### config.mk
export PLATFORM = sky130hd
export DESIGN_NAME = cacheRefill
export DESIGN_NICKNAME = d
export VERILOG_FILES = /design/src/cachePkg.sv /design/src/cacheRefill.sv
export SDC_FILE = /design/constraint.sdc
export NUM_CORES = 1
export LEC_CHECK = 0
export BUFFER_PORTS_ARGS = -buffer_cell sky130_fd_sc_hd__clkbuf_2
export CAP_MARGIN = 0
export CORE_AREA = 2 2 154 156
export DETAILED_ROUTE_END_ITERATION = 10
export DIE_AREA = 0 0 156 158
export PLACE_DENSITY = 0.75
export SLEW_MARGIN = 20
export SYNTH_ARGS = -nofsm -noshare
export SYNTH_HDL_FRONTEND = slang
export SYNTH_SLANG_ARGS = --single-unit
### constraint.sdc
create_clock -name clk -period 5.6 [get_ports clk]
set_input_delay 0.84 -clock clk [delete_from_list [all_inputs] [get_ports clk]]
set_output_delay 0.84 -clock clk [all_outputs]
set_load 0.03 [all_outputs]
### src/cachePkg.sv
`default_nettype none

package cachePkg;

  // core word and fetch address
  localparam int XLEN = 64;
  localparam int ADDR_W = 32;

  // 32-byte lines, 64 sets of 2 ways
  localparam int OFFSET_W = 5;
  localparam int INDEX_W = 6;
  localparam int TAG_W = ADDR_W - INDEX_W - OFFSET_W;
  localparam int SETS = 1 << INDEX_W;
  localparam int WAYS = 2;
  localparam int LINE_BEATS = 4;

  typedef logic [ADDR_W-1:0] addrT;
  typedef logic [XLEN-1:0] wordT;

  // word 0 sits in the low bits
  typedef logic [LINE_BEATS*XLEN-1:0] lineT;

  typedef logic [TAG_W-1:0] tagT;
  typedef logic [INDEX_W-1:0] indexT;
  typedef logic [$clog2(LINE_BEATS)-1:0] beatT;

  // request controller
  typedef enum logic [1:0] {
    idle,
    compare,
    miss,
    refill
  } cacheStateT;

endpackage

`default_nettype wire

### src/cacheRefill.sv
`timescale 1ns/10ps
`default_nettype none

module cacheRefill
  import cachePkg::*;
(
  input  wire       clk,
  input  wire       rst_n,
  input  wire       refillReq_i,
  input  wire addrT refillAddr_i,
  output logic      refillDone_o,
  output lineT      refillLine_o,
  output logic      cacheRdValid_o,
  output addrT      cacheAddr_o,
  input  wire       rdReady_i,
  input  wire       rdDataValid_i,
  input  wire wordT rdData_i,
  input  wire       rdLast_i
);

  typedef enum logic [1:0] {
    refIdle,
    refAddr,
    refBeat
  } refillStateT;

  refillStateT stateQ;
  beatT beatQ;
  logic [ADDR_W-OFFSET_W-1:0] lineAddrQ;
  logic startReq;
  logic lastBeat;

  // request is still high during the done pulse, so don't restart on it
  assign startReq = refillReq_i && !refillDone_o;
  assign lastBeat = (stateQ == refBeat) && rdDataValid_i && rdLast_i;

  assign cacheRdValid_o = (stateQ == refAddr);
  assign cacheAddr_o = {lineAddrQ, {OFFSET_W{1'b0}}};

  always_ff @(posedge clk or negedge rst_n) begin
    if (!rst_n) begin
      stateQ <= refIdle;
      beatQ <= '0;
      refillDone_o <= 1'b0;
    end else begin
      refillDone_o <= lastBeat;
      case (stateQ)
        refIdle: begin
          if (startReq) begin
            stateQ <= refAddr;
          end
        end
        refAddr: begin
          // address handshake
          if (rdReady_i) begin
            stateQ <= refBeat;
            beatQ <= '0;
          end
        end
        refBeat: begin
          if (rdDataValid_i) begin
            beatQ <= beatQ + 1'b1;
            if (rdLast_i) begin
              stateQ <= refIdle;
            end
          end
        end
        default: begin
          stateQ <= refIdle;
        end
      endcase
    end
  end

  always_ff @(posedge clk) begin
    if ((stateQ == refIdle) && startReq) begin
      lineAddrQ <= refillAddr_i[ADDR_W-1:OFFSET_W];
    end
    // beats arrive in order, beat 0 first
    if ((stateQ == refBeat) && rdDataValid_i) begin
      refillLine_o[beatQ*XLEN +: XLEN] <= rdData_i;
    end
  end

endmodule

`default_nettype wire

==> out/summary.md <==
Setup total negative slack on the finished layout was measured at 0 ns. The root buffer cell is sky130_fd_sc_hd__clkbuf_16. The count of buffers added on input and output ports is 381. The worst register-to-register path has a depth of 6. The global-route usage over all layers came out at 0.2158. The category of the worst setup path capture point was a flop. Of all cell types, the one taking the most synthesized area is sky130_fd_sc_hd__edfxtp_1.

The shortest clock period the worst path allows after layout was 3.007 ns; the initial DRC count was 551. The terminus of the critical flop-to-flop path was refillLine_o[198]. The detail route stage leaves a number of antenna-violating nets equal to 0. The first detailed-routing pass ran for 5 iterations. The clock group share of total power is 0.292. After synthesis, the mean cell area works out to 15.32 um^2. The cell-internal power is 4197 uW.

The path class of the tightest hold or removal check is primary input to asynchronous set/reset pin. Hold timing on the final database bottoms out at a slack of 0.1094 ns. The worst register-to-register path has a setup slack of 2.59 ns. After detailed routing, the number of remaining DRC violations is 0. The logs give 27930 um for the sum of routed wire length over all layers and 6795 for the number of global-route vias before repair. The count of instances resized after the clock tree is built came out at 0.

For the final database, setup skew stands at 0.02157 ns. Startpoint type of the worst setup path: a flop. Post-route fraction of the period consumed by the critical path: 0.5369. The tools report the worst flop-to-flop path startpoint as beatQ[0]. The count of hold-fix buffers inserted at cts was 0; the post-layout net count was 1176. Cell area after synthesis: 10500 um^2. 392 I/O pins were placed. The TritonCTS sink count is 288. The layout cell share with drive strength beyond 1 is 0.4046. Summed over all layers, the global routing overflow is 0. The tools report the number of hold-slack violations in the final timing report as 0. For the pin with the worst max-slew slack, the measured transition is 1.056 ns. Fraction of post-synthesis cell area in the top cell type by area: 0.8096.

The synthesized design contains 288 register bits. By area the synthesized netlist is led by sky130_fd_sc_hd__edfxtp_1 (81%), sky130_fd_sc_hd__nor2_1 (6.7%), sky130_fd_sc_hd__and2_1 (3.8%). The run gives 3 as the maximum buffer depth of the clock tree. TritonCTS built the clock tree. The setup path with the least slack is of type flop to flop. The die outline width was 156 um. The tools report the required time of the critical path as 5.86 ns. The run gives 65 as the largest net degree at the start of global routing.

The tools report the core area as 23050 um^2. After clock tree synthesis, the setup repair step added 0 buffers. In the final routed layout, each cell accounts on average for 20.24 um. The top cell types in the final layout, fill and taps aside, are sky130_fd_sc_hd__clkbuf_2 (381), sky130_fd_sc_hd__edfxtp_1 (283), sky130_fd_sc_hd__nor2_1 (186).

In this run the static leakage power is 0.005592 uW. Clock tree synthesis inserted a total of 29 buffers. The flow ran to the end, and the final reports show no timing, DRC or antenna violations. The effective utilization at floorplan came out at 0.4553. The later pin in the worst-skew pair is clocked with a latency of 0.55 ns. Power spread over the standard cell area amounts to 468.1 nW/um^2. The run gives 0 as the number of antenna violations at the first check in global routing. The portion of total power attributed to combinational logic was 0.276; the count of pins over their slew limit was 0. Number of vias per cell: 4.969. Power comes to 6353 uW.

The tools report the H-tree depth as 1. The run gives 0.8216 as the sequential element share of the synthesized area. The part of the total power dissipated in sequential elements was 0.432.

The HPWL after detailed placement is 18130 um. Antenna diode instance count: 0. The die is 158 um tall.

Counting distinct cell types in the post-synthesis netlist gives 23. The die covers 24650 um^2. The most frequent standard cell in the layout excluding fill and tap cells is sky130_fd_sc_hd__clkbuf_2. The share of total power consumed by net switching was 0.3394; the post-placement setup slack was 2.494 ns. The layout overhead on the synthesized area is 29.32%. The logs give 0.2959 for the remaining max-slew budget at the tightest pin and 6857 for the via count of the routed design. Across the run, the number of max-cap violations was 0.

Top fanout value on the critical path: 40. The worst path meets setup with 2.593 ns of slack. During synthesis, Yosys emitted a total of 0 warnings. The floorplan has 56 rows. The first global-routing pass estimated 39940 um of wire.

Synthesis handed over a netlist of 685 instances. The clock-pin slew of the registers on the worst-case setup and hold paths came out at 0.06 ns. Derived from the worst setup path, the maximum achievable clock frequency is 0.3326 GHz. For this design the total switching power over the nets is 2156 uW. At the end of routability-driven placement, the weighted congestion stood at 0.8120.

Setup repair after global routing left no endpoint under its margin. Across the VDD grid, the largest voltage drop is 0.3268 mV. For the worst setup path, the data arrival time is 3.27 ns. Final-report setup violation count: 0.
## state kept, by name, summed over array words and instances (netlist names)
signal        flops
refillLine_o    256
stateQ            2
lineAddrQ        27
beatQ             2
refillDone_o      1
## final cells by class
class / count / area, um^2
Inverter: 4 / 15.01
Clock buffer: 38 / 779.5
Tap cell: 290 / 362.8
Clock inverter: 14 / 122.6
Sequential cell: 288 / 8623
Fill cell: 1795 / 9478
Multi-Input combinational cell: 357 / 1684
Timing Repair Buffer: 389 / 1987
## cell families after synthesis
family          count (synthesis)  share of synthesized area
other cells                     1                  0.0003573
buf+inv                        44                    0.02336
fa+ha+maj                       5                   0.005960
simple gates                  341                     0.1451
flops                         288                     0.8216
mux                             1                  0.0009537
compound gates                  5                   0.002741
## per-layer routing
| metal | global-route usage | part of all wire | up-vias |
|---|---|---|---|
| met3 | 0.04024 | 0.072 | 41 |
| met1 | 0.2701 | 0.39 | 3344 |
| met5 | 0 | 0 | - |
| li1 | - | - | 3138 |
| met2 | 0.3862 | 0.52 | 334 |
| met4 | 0.05985 | 0.022 | 0 |
## per-stage QoR
step | instances | utilization | area [um^2]
2_1_floorplan | 689 | - | 10510
3_3_place_gp | 1326 | 0.5482 | 12640
3_5_place_dp | 1327 | 0.5491 | 12660
4_1_cts | 1379 | 0.5882 | 13560
5_1_grt | 1380 | 0.5889 | 13570
6_report | 1380 | 0.5889 | 13570
## worst max-delay path, cell delays in order, from the launching register on
cell	delay (ns)
sky130_fd_sc_hd__dfrtp_1	0.65
sky130_fd_sc_hd__inv_1	0.22
sky130_fd_sc_hd__ha_1	0.50
sky130_fd_sc_hd__inv_1	0.15
sky130_fd_sc_hd__nand2_2	0.50
sky130_fd_sc_hd__buf_4	0.55
sky130_fd_sc_hd__nor2_1	0.11
## power by group through the flow
stage / Combinational, uW / Sequential, uW / Clock, uW
6_report: 1760 / 2750 / 1850
4_1_cts: 1730 / 2750 / 1880
5_1_grt: 1890 / 2760 / 1960
3_3_place_gp: 1660 / 2780 / 0
3_5_place_dp: 1720 / 2790 / 0
2_1_floorplan: 922 / 3050 / 0
## Yosys cell counts (all sizes together)
master / n
nand2: 68
dfrtp: 5
ha: 5
nor3: 1
nor2b: 3
mux2i: 1
nor2: 187
edfxtp: 283
nand3: 1
inv: 4
buf: 33
and2: 63
conb: 1
and4: 1
nor4b: 2
and3: 8
a21oi: 3
a311oi: 1
nor3b: 7
clkbuf: 7
o21ai: 1
## how the worst max path moves through the flow
stage | startpoint | end | slack, ns | depth (start not counted)
floorplan | refillReq_i | lineAddrQ[0] | 1.46 | 1
global placement | beatQ[0] | refillLine_o[70] | 2.42 | 6
detailed placement | beatQ[0] | refillLine_o[4] | 2.49 | 6
CTS | beatQ[0] | refillLine_o[61] | 2.46 | 6
global route | beatQ[0] | refillLine_o[198] | 2.38 | 6
finish | beatQ[0] | refillLine_o[198] | 2.59 | 6
No activity file was read; power rests on OpenSTA's default activity.
